[src/logic/cpuBusPkg.sv]
// CPU bus transfer descriptors: SIZ codes, TT transfer types and line burst length
package cpuBusPkg;

    ////////////////////////////////////////////////////////////////////////////
    // Transfer size, encoded as on the SIZ1:SIZ0 pins
    ////////////////////////////////////////////////////////////////////////////

    typedef enum logic [1:0] {
        sizeLong = 2'd0,    // 4 bytes
        sizeByte = 2'd1,    // 1 byte
        sizeWord = 2'd2,    // 2 bytes
        sizeLine = 2'd3     // 16 bytes, line
    } cpuSize;

    ////////////////////////////////////////////////////////////////////////////
    // Transfer type, as on the TT1:TT0 pins
    ////////////////////////////////////////////////////////////////////////////

    typedef enum logic [1:0] {
        ttNormal    = 2'd0,
        ttMove16    = 2'd1,  // Line burst request
        ttAltAccess = 2'd2,
        ttAck       = 2'd3   // Interrupt ack and friends
    } transferType;

    // Long words in one cache line
    localparam int burstBeats = 4;
    localparam int beatCountW = $clog2(burstBeats) + 1;  // Must hold burstBeats itself

endpackage

[src/logic/dynSizePkg.sv]
// Dynamic bus sizing state encoding and DSACK acknowledge codes
package dynSizePkg;

    ////////////////////////////////////////////////////////////////////////////
    // Sizing states, one per target access shape
    ////////////////////////////////////////////////////////////////////////////

    typedef enum logic [3:0] {
        stIdle   = 4'd0,
        stLongA  = 4'd1,    // Long or line, first access
        stLongB  = 4'd2,    // Second half of a long on a 16-bit port
        stWordA0 = 4'd3,
        stWordA2 = 4'd4,
        stByteA0 = 4'd5,
        stByteA1 = 4'd6,
        stByteA2 = 4'd7,
        stByteA3 = 4'd8
    } sizerState;

    ////////////////////////////////////////////////////////////////////////////
    // Port acknowledge, active low like DSACK1:DSACK0
    ////////////////////////////////////////////////////////////////////////////

    typedef enum logic [1:0] {
        ackLong = 2'b00,    // 32-bit port
        ackWord = 2'b01,    // 16-bit port
        ackByte = 2'b10,    // 8-bit port, not supported here
        ackNone = 2'b11     // No acknowledge, wait
    } portAck;

endpackage

[src/logic/sizingSequencer.sv]
// Dynamic bus sizing FSM with line burst counter and falling edge termination outputs
module sizingSequencer
    import cpuBusPkg::*;
    import dynSizePkg::*;
(
    input  logic        BCLK,
    input  logic        nRESET,
    input  logic [1:0]  a,
    input  cpuSize      siz,
    input  transferType tt,
    input  logic        nTsCpu,
    input  portAck      dsack,
    input  logic        nTbi,
    input  logic        nTci,
    output logic        nTs,
    output logic        nTa,
    output logic        nTbiCpu,
    output logic        nTciCpu,
    output logic [1:0]  targetA,
    output sizerState   state
);

    logic                  tsReq;        // Start strobe request, rising edge domain
    logic                  taReq;        // Transfer ack request
    logic                  tbiReq;       // Burst inhibit to CPU
    logic                  tciReq;       // Cache inhibit to CPU
    logic                  burstReq;     // MOVE16 line burst in progress
    logic                  inhibitSeen;  // Target refused the burst
    logic [beatCountW-1:0] beatCount;    // Long words done in this line
    logic [1:0]            aReg;         // Address held for the whole transfer
    sizerState             firstState;

    ////////////////////////////////////////////////////////////////////////////
    // First sizing state from SIZ and A1:A0
    ////////////////////////////////////////////////////////////////////////////

    always_comb begin
        case (siz)
            sizeWord: firstState = a[1] ? stWordA2 : stWordA0;  // A0 ignored
            sizeByte: begin
                case (a)
                    2'd0:    firstState = stByteA0;
                    2'd1:    firstState = stByteA1;
                    2'd2:    firstState = stByteA2;
                    default: firstState = stByteA3;
                endcase
            end
            default: firstState = stLongA;   // Long word and line
        endcase
    end

    // Second half of a split long always goes to offset 2
    assign targetA = (state == stLongB) ? 2'd2 : aReg;

    ////////////////////////////////////////////////////////////////////////////
    // Sizing FSM, sampled on rising BCLK
    ////////////////////////////////////////////////////////////////////////////

    always_ff @(posedge BCLK or negedge nRESET) begin
        if (!nRESET) begin
            state       <= stIdle;
            tsReq       <= 1'b0;
            taReq       <= 1'b0;
            tbiReq      <= 1'b0;
            tciReq      <= 1'b0;
            burstReq    <= 1'b0;
            inhibitSeen <= 1'b0;
            beatCount   <= '0;
            aReg        <= 2'd0;
        end else begin
            tsReq <= 1'b0;                          // Strobe is one cycle only
            case (state)
                stIdle: begin
                    taReq  <= 1'b0;
                    tbiReq <= 1'b0;
                    tciReq <= 1'b0;
                    if (!nTsCpu) begin              // CPU starts a transfer
                        tsReq       <= 1'b1;
                        state       <= firstState;
                        aReg        <= a;
                        burstReq    <= (tt == ttMove16);
                        inhibitSeen <= 1'b0;
                        beatCount   <= '0;
                    end
                end

                stLongA: begin
                    if (dsack == ackLong) begin     // Full long word, one beat
                        taReq       <= 1'b1;
                        tbiReq      <= ~nTbi;
                        tciReq      <= ~nTci;
                        inhibitSeen <= inhibitSeen | ~nTbi;
                        beatCount   <= beatCount + 1'b1;
                    end else if (dsack == ackWord) begin
                        tsReq <= 1'b1;              // Restrobe for the low word
                        state <= stLongB;           // No TA for the first half
                    end else if (taReq) begin       // DSACK released, end the beat
                        taReq  <= 1'b0;
                        tbiReq <= 1'b0;
                        tciReq <= 1'b0;
                        if (!burstReq || inhibitSeen ||
                            beatCount == beatCountW'(burstBeats)) begin
                            state <= stIdle;
                        end
                    end
                end

                default: begin                      // stLongB, words and bytes
                    if (dsack != ackNone) begin
                        taReq  <= 1'b1;
                        tbiReq <= ~nTbi;
                        tciReq <= ~nTci;
                    end else if (taReq) begin
                        taReq  <= 1'b0;
                        tbiReq <= 1'b0;
                        tciReq <= 1'b0;
                        state  <= stIdle;
                    end
                end
            endcase
        end
    end

    ////////////////////////////////////////////////////////////////////////////
    // Termination pins change half a cycle later, on falling BCLK
    ////////////////////////////////////////////////////////////////////////////

    always_ff @(negedge BCLK or negedge nRESET) begin
        if (!nRESET) begin
            nTs     <= 1'b1;
            nTa     <= 1'b1;
            nTbiCpu <= 1'b1;
            nTciCpu <= 1'b1;
        end else begin
            nTs     <= ~tsReq;
            nTa     <= ~taReq;
            nTbiCpu <= ~tbiReq;
            nTciCpu <= ~tciReq;
        end
    end

    // Byte ports are not terminated by this bridge
    assert property (@(posedge BCLK) disable iff (!nRESET)
        (state != stIdle) |-> (dsack != ackByte));

    // Falling edge TA must be released before the FSM is seen idle
    assert property (@(posedge BCLK) disable iff (!nRESET)
        (state == stIdle) |-> nTa);

endmodule

[src/logic/readLaneLatch.sv]
// Read data lane steering and latch from target lanes into CPU lanes
module readLaneLatch
    import dynSizePkg::*;
(
    input  logic        BCLK,
    input  logic        nRESET,
    input  sizerState   state,
    input  portAck      dsack,
    input  logic [31:0] portReadData,
    output logic [31:0] cpuReadData
);

    logic [0:3][7:0] inLane;    // Lane 0 is bits 31:24
    logic [0:3][7:0] rdLane;    // Latched CPU lanes

    assign inLane      = portReadData;
    assign cpuReadData = rdLane;

    ////////////////////////////////////////////////////////////////////////////
    // Latch on every acknowledging rising edge, lanes hold otherwise
    ////////////////////////////////////////////////////////////////////////////

    always_ff @(posedge BCLK or negedge nRESET) begin
        if (!nRESET) begin
            rdLane <= '0;
        end else if (dsack != ackNone) begin
            case (state)
                stLongA: begin
                    if (dsack == ackLong) begin
                        rdLane <= inLane;               // 32-bit port, whole long
                    end else begin
                        rdLane[0] <= inLane[0];         // 16-bit port, high word
                        rdLane[1] <= inLane[1];
                    end
                end
                stLongB: begin
                    rdLane[2] <= inLane[0];             // Low word arrives on lanes 0,1
                    rdLane[3] <= inLane[1];
                end
                stWordA2: begin
                    rdLane[0] <= inLane[2];             // Copy word down
                    rdLane[1] <= inLane[3];
                    rdLane[2] <= inLane[2];
                    rdLane[3] <= inLane[3];
                end
                stByteA1: begin
                    rdLane[0] <= inLane[1];
                    rdLane[1] <= inLane[1];
                    rdLane[2] <= inLane[2];
                    rdLane[3] <= inLane[3];
                end
                stByteA2: begin
                    rdLane[0] <= inLane[2];
                    rdLane[1] <= inLane[1];
                    rdLane[2] <= inLane[2];
                    rdLane[3] <= inLane[3];
                end
                stByteA3: begin
                    rdLane[0] <= inLane[3];
                    rdLane[1] <= inLane[1];
                    rdLane[2] <= inLane[2];
                    rdLane[3] <= inLane[3];
                end
                stWordA0, stByteA0: begin
                    rdLane <= inLane;                   // Already in place
                end
                default: begin
                    rdLane <= rdLane;                   // Idle, keep last value
                end
            endcase
        end
    end

endmodule

[src/logic/writeLaneSteer.sv]
// Write data lane steering from CPU lanes onto target lanes per sizing state
module writeLaneSteer
    import dynSizePkg::*;
(
    input  sizerState   state,
    input  logic [31:0] cpuWriteData,
    output logic [31:0] portWriteData
);

    logic [0:3][7:0] cpuLane;   // Lane 0 is bits 31:24
    logic [0:3][7:0] outLane;

    assign cpuLane       = cpuWriteData;
    assign portWriteData = outLane;

    // Target picks its bytes from SIZ and A, so extra lanes are don't care
    always_comb begin
        case (state)
            stLongA, stWordA0, stByteA0: begin
                outLane = cpuLane;                          // Straight through
            end
            stLongB, stWordA2: begin
                outLane = {cpuLane[2], cpuLane[3], cpuLane[2], cpuLane[3]};
            end
            stByteA1: begin
                outLane = {cpuLane[1], cpuLane[1], cpuLane[2], cpuLane[3]};
            end
            stByteA2: begin
                outLane = {cpuLane[2], cpuLane[1], cpuLane[2], cpuLane[3]};
            end
            stByteA3: begin
                outLane = {4{cpuLane[3]}};                  // Reaches any port width
            end
            default: begin
                outLane = '0;                               // Idle
            end
        endcase
    end

endmodule

[src/logic/busSizerTop.sv]
// Bus sizing bridge top: sequencer, read lane latch and write lane steering
module busSizerTop
    import cpuBusPkg::*;
    import dynSizePkg::*;
(
    input  logic        BCLK,
    input  logic        nRESET,
    // CPU side
    input  logic [1:0]  a,
    input  cpuSize      siz,
    input  transferType tt,
    input  logic        rnw,
    input  logic        nTsCpu,
    input  logic [31:0] cpuWriteData,
    output logic        nTa,
    output logic        nTbiCpu,
    output logic        nTciCpu,
    output logic [31:0] cpuReadData,
    // Target side
    output logic        nTs,
    output logic [1:0]  targetA,
    output logic [31:0] portWriteData,
    input  portAck      dsack,
    input  logic        nTbi,
    input  logic        nTci,
    input  logic [31:0] portReadData
);

    sizerState state;   // Shared sizing state

    sizingSequencer sequencer (
        .BCLK    (BCLK),
        .nRESET  (nRESET),
        .a       (a),
        .siz     (siz),
        .tt      (tt),
        .nTsCpu  (nTsCpu),
        .dsack   (dsack),
        .nTbi    (nTbi),
        .nTci    (nTci),
        .nTs     (nTs),
        .nTa     (nTa),
        .nTbiCpu (nTbiCpu),
        .nTciCpu (nTciCpu),
        .targetA (targetA),
        .state   (state)
    );

    readLaneLatch readLanes (
        .BCLK         (BCLK),
        .nRESET       (nRESET),
        .state        (state),
        .dsack        (dsack),
        .portReadData (portReadData),
        .cpuReadData  (cpuReadData)
    );

    writeLaneSteer writeLanes (
        .state         (state),
        .cpuWriteData  (cpuWriteData),
        .portWriteData (portWriteData)
    );

    // Direction must hold for every access of a sized transfer
    assert property (@(posedge BCLK) disable iff (!nRESET)
        (state != stIdle) |-> $stable(rnw));

endmodule

[config.mk]
export PLATFORM = sky130hd
export DESIGN_NAME = busSizerTop
export DESIGN_NICKNAME = d
export VERILOG_FILES = /design/src/logic/cpuBusPkg.sv /design/src/logic/dynSizePkg.sv /design/src/logic/sizingSequencer.sv /design/src/logic/readLaneLatch.sv /design/src/logic/writeLaneSteer.sv /design/src/logic/busSizerTop.sv
export SDC_FILE = /design/constraint.sdc
export NUM_CORES = 1
export LEC_CHECK = 0
export BUFFER_PORTS_ARGS = -buffer_cell sky130_fd_sc_hd__buf_4
export CAP_MARGIN = 20
export CORE_ASPECT_RATIO = 0.75
export CORE_MARGIN = 2
export CORE_UTILIZATION = 40
export CTS_BUF_LIST = sky130_fd_sc_hd__clkbuf_4 sky130_fd_sc_hd__clkbuf_8
export CTS_CLUSTER_SIZE = 25
export DETAILED_ROUTE_END_ITERATION = 16
export HOLD_SLACK_MARGIN = 0.03
export PLACE_DENSITY_LB_ADDON = 0.05
export SLEW_MARGIN = 20
export SYNTH_ARGS = -nofsm -noshare
export SYNTH_HDL_FRONTEND = slang
export SYNTH_HIERARCHICAL = 1
export SYNTH_SLANG_ARGS = --single-unit
[constraint.sdc]
create_clock -name BCLK -period 6.3 [get_ports BCLK]
set_input_delay 0.63 -clock BCLK [delete_from_list [all_inputs] [get_ports BCLK]]
set_output_delay 0.63 -clock BCLK [all_outputs]
set_load 0.02 [all_outputs]
**Word level (Yosys, flattened, before mapping)**

Cells that the tools add are included.

- $add $sub $neg: 1
- Eq/ne operators: 23
- Muxes and demuxes: 40
- Bitwise operators: 8
- Reductions and logical operators: 18

Operators by type and width:

| kind | count |
|---|---|
| 32-bit one-hot mux with 5 select lines | 1 |
| 16-bit one-hot mux with 5 select lines | 1 |
| 16-bit one-hot mux with 3 select lines | 1 |
| 4-bit 2-to-1 mux | 7 |
| 4-bit by 3-bit == test with 1-bit output (second input constant) | 4 |
| 1-bit 2-to-1 mux | 16 |
| 16-bit 2-to-1 mux | 1 |
| 4-bit one-hot mux with 2 select lines | 2 |
| 4-bit one-hot mux with 3 select lines | 1 |
| 1-bit one-hot mux with 2 select lines | 5 |
| 3-bit 2-to-1 mux | 3 |
| 3-bit inequality test (second input constant) | 3 |
| 2-bit by 1-bit == test with 1-bit output (second input constant) | 4 |
| 4-bit by 2-bit == test with 1-bit output (second input constant) | 2 |
| 1-bit inverter | 7 |
| 2-bit inequality test (second input constant) | 3 |
| 3-bit one-hot mux with 2 select lines | 1 |
| 3-bit AND reduction | 2 |
| 6-bit AND reduction | 1 |
| 3-bit nonzero test | 2 |
| 6-bit OR reduction | 1 |
| 5-bit nonzero test | 1 |
| 2-bit == test (second input constant) | 2 |
| 4-bit by 1-bit == test with 1-bit output (second input constant) | 1 |
| 15 further kinds | 18 |

- Register bits after elaboration: 51
- Output and inout bits: 70
- Logic and storage cells: 107

**Logic depth before layout (Yosys ltp)**

- Depth after elaboration: 8
- Gate-level depth with buffers: 7
- Gate-level depth less buffers: 6

**Cells and area by module**

The synthesis kept the hierarchy.

Modules (own cells, without submodules):

| module | times used | cells each | area each (um2) | sequential area each (um2) |
|---|---|---|---|---|
| readLaneLatch | 1 | 166 | 1,898.1 | 800.8 |
| sizingSequencer | 1 | 100 | 984.7 | 480.5 |
| writeLaneSteer | 1 | 92 | 663.1 | 0.0 |

==> run metrics <==
Initial DRC Count 266; CTS tree done; Final Max Slew Viols 0; Pleak 2.30 nW; Primary FF master, synth dfrtp_1; routed wire length 10.7 mm; clock buffer depth 2; clock skew 0.0652 ns; P_sw 1.28 mW; WP data required 5.67 ns; WP data arrival 4.17 ns; Yosys cell types 63; post-synthesis async set-or-reset flop share 100%; # DRC 0; post-CTS sizing 0; drt wl/cell 17.7 um; post-place setup slack 1.89 ns; Mapped Area 0.00355 sq mm; final worst slack 1.50 ns; number of synthesized flops with an enable pin 0; worst path bufs/invs 1; CP peak stage delay 0.52 ns; Slew HR 33.9%; YS warnings 6; Post-Syn Instances 358; syn avg cell area 9.90 sq um; WL met1 5.00 mm; worst-path cell chain buf_4; Routed met3 length 883 um; final hold violations 0; max-capacitance violation count 0; Nets 581; Peak supply drop 316 uV; crit path max fanout 1; total power 2.67 mW; Diodes inserted 0; layout cell share with drive strength beyond 1 43.7%; pin count of the biggest net entering global routing 52; Core ar. 0.00853 sq mm; element type at the critical path end output port; via count 3398; CTS clock-pin slew for the worst setup and hold paths 0.10 ns; die area 0.00964 sq mm; # rows 29; synthesis-stage register bit count 51; number of port buffers 146; GR Overflow Total 0; Global Route Usage Sum 22.3%; Hold Buf Count CTS 0; P&R area growth vs syn 35.3%; postcts setup bufs 0; initial antenna violation count 0; Root Buffer clkbuf_8; power share of the clock group 8.5%; number of global-route vias before repair 3276; Initial Utilization 41.6%; Seq/Total Area, Yosys 36.1%; Worst-Margin Slew 0.987 ns; post-synth net total 443; CTS buffer count 5; slowest library cell on the worst path dfstp_2; worst skew pair latency 0.38 ns; Max H-tree Level 2; post-route ant nets 0; GPL Wtd Cong 0.873; status finished, final reports clean; Sequential Power Share 23.4%; Sink Count 51; RSZ-0062 raised after global routing false; drt first pass iters 5; internal power 1.40 mW; setup tns final 0 ns; max layer used met4; metal2 WL 4.73 mm; I/O pin count 148; HP Class in -> async; DP HPWL 7.98 mm; Crit Path Class reg -> out; combinational power share 68.1%; Die Ht 85.5 um; first-pass GRT wire length 17.1 mm; Die X 113 um; Final Setup Violations 0; Setup crit start kind register; CP top delay family flip-flops; Vias/cell 5.62; switching part of the total 47.8%; pwr/cell area 557 mW/mm^2
==> logic make-up after synthesis <==
logic type,Yosys count,share of synthesized area (%)
AOI/OAI and AO/OA,108,22.1
xor gates and xnor gates,3,1.27
adders and majority gates,7,2.47
buffers and inverters,46,6.10
DFF,51,36.1
muxes,41,13.8
and+or+nand+nor,102,18.2
==> cells in the final DEF (no fill, tap or decap), types with 8 or more instances in the layout <==
cell type / instances
and4b_1: 15
inv_1: 25
mux2i_1: 9
a31oi_1: 23
buf_4: 151
o31ai_1: 11
a32oi_1: 8
dfrtp_1: 47
and2_1: 8
nand2_1: 28
mux2_2: 22
o21ai_1: 8
a21oi_1: 14
nor2_1: 22
mux2_4: 10
==> Yosys cell counts, drive strengths merged (2+ instances only) <==
cell / number / share of area, %
buf: 15 / 2.8
nand2: 28 / 3.0
o21ai: 16 / 2.5
o21a: 2 / 0.42
nor4b: 4 / 2.0
and4b: 16 / 4.6
dfrtp: 47 / 33
xor2: 2 / 1.0
nor3: 3 / 0.74
clkbuf: 8 / 0.85
nand2b: 2 / 0.35
a211oi: 4 / 0.99
a31o: 2 / 0.49
and2: 8 / 1.4
mux2i: 9 / 2.5
ha: 7 / 2.5
nor2: 22 / 2.3
mux2: 32 / 11
a22oi: 2 / 0.81
a2bb2oi: 7 / 1.7
inv: 22 / 2.3
nand3: 3 / 0.42
or3: 2 / 0.35
a21oi: 16 / 2.7
a31oi: 23 / 4.1
o221ai: 7 / 1.7
a32oi: 8 / 2.0
or2: 5 / 0.88
nor2b: 3 / 0.53
o2bb2ai: 2 / 0.49
o31ai: 11 / 2.3
dfstp: 4 / 3.0
==> power groups by stage <==
| stage | logic (mW) | clock network [mW] | registers [mW] |
|---|---|---|---|
| finish | 1.82 | 0.226 | 0.627 |
| detailed placement | 1.82 | 0.00494 | 0.632 |
| global placement | 1.81 | 0.00494 | 0.621 |
| floorplan | 1.08 | 0.00494 | 0.742 |
| global route | 1.96 | 0.247 | 0.655 |
| CTS | 1.82 | 0.233 | 0.628 |
==> flip-flops by register name, summed over array words and instances, names as in the netlist <==
register               count
readLanes/cpuReadData     32
sequencer/state            4
sequencer/beatCount        3
sequencer/aReg             2
sequencer/burstReq         1
sequencer/inhibitSeen      1
sequencer/nTa              1
sequencer/nTbiCpu          1
sequencer/nTciCpu          1
sequencer/nTs              1
sequencer/taReq            1
sequencer/tbiReq           1
sequencer/tciReq           1
sequencer/tsReq            1
==> through the flow <==
step                hold slack (ns)  instances  cell area (sq um)  utilization, %
finish                        0.329        605               4800            56.2
global route                  0.380        605               4800            56.2
CTS                           0.348        605               4800            56.2
detailed placement            0.463        594               4680            54.9
global placement              0.455        594               4680            54.9
floorplan                     0.334        358               3550               -
==> routing by layer <==
layer	track usage, %	vias up
li1	-	1617
met1	32.8	1640
met2	33.5	133
met3	5.37	8
met4	5.21	0
met5	0	-
==> final cells by class <==
class	count	area [sq um]
Clock buffer	6	82.6
Clock inverter	6	32.5
Fill cell	771	3730
Inverter	22	82.6
Multi-Input combinational cell	261	2050
Sequential cell	51	1280
Tap cell	108	135
Timing Repair Buffer	151	1130
==> worst paths after layout <==
| path | slack, ns | endpoint | startpoint | cells past startpoint |
|---|---|---|---|---|
| min in group BCLK | 0.48 | sequencer/aReg[0] | sequencer/aReg[0] | 2 |
| worst max-delay path | 1.50 | nTbiCpu | sequencer/nTbiCpu | 1 |
| worst min-delay path | 0.33 | sequencer/beatCount[0] | nRESET | 1 |
| worst min register to register | 0.48 | sequencer/aReg[0] | sequencer/aReg[0] | 2 |
| max in group asynchronous | 2.45 | sequencer/nTciCpu | nRESET | 1 |
| worst max register to register | 2.61 | sequencer/nTa | sequencer/taReq | 1 |
Note: power is estimated with default switching activity, not from simulation.
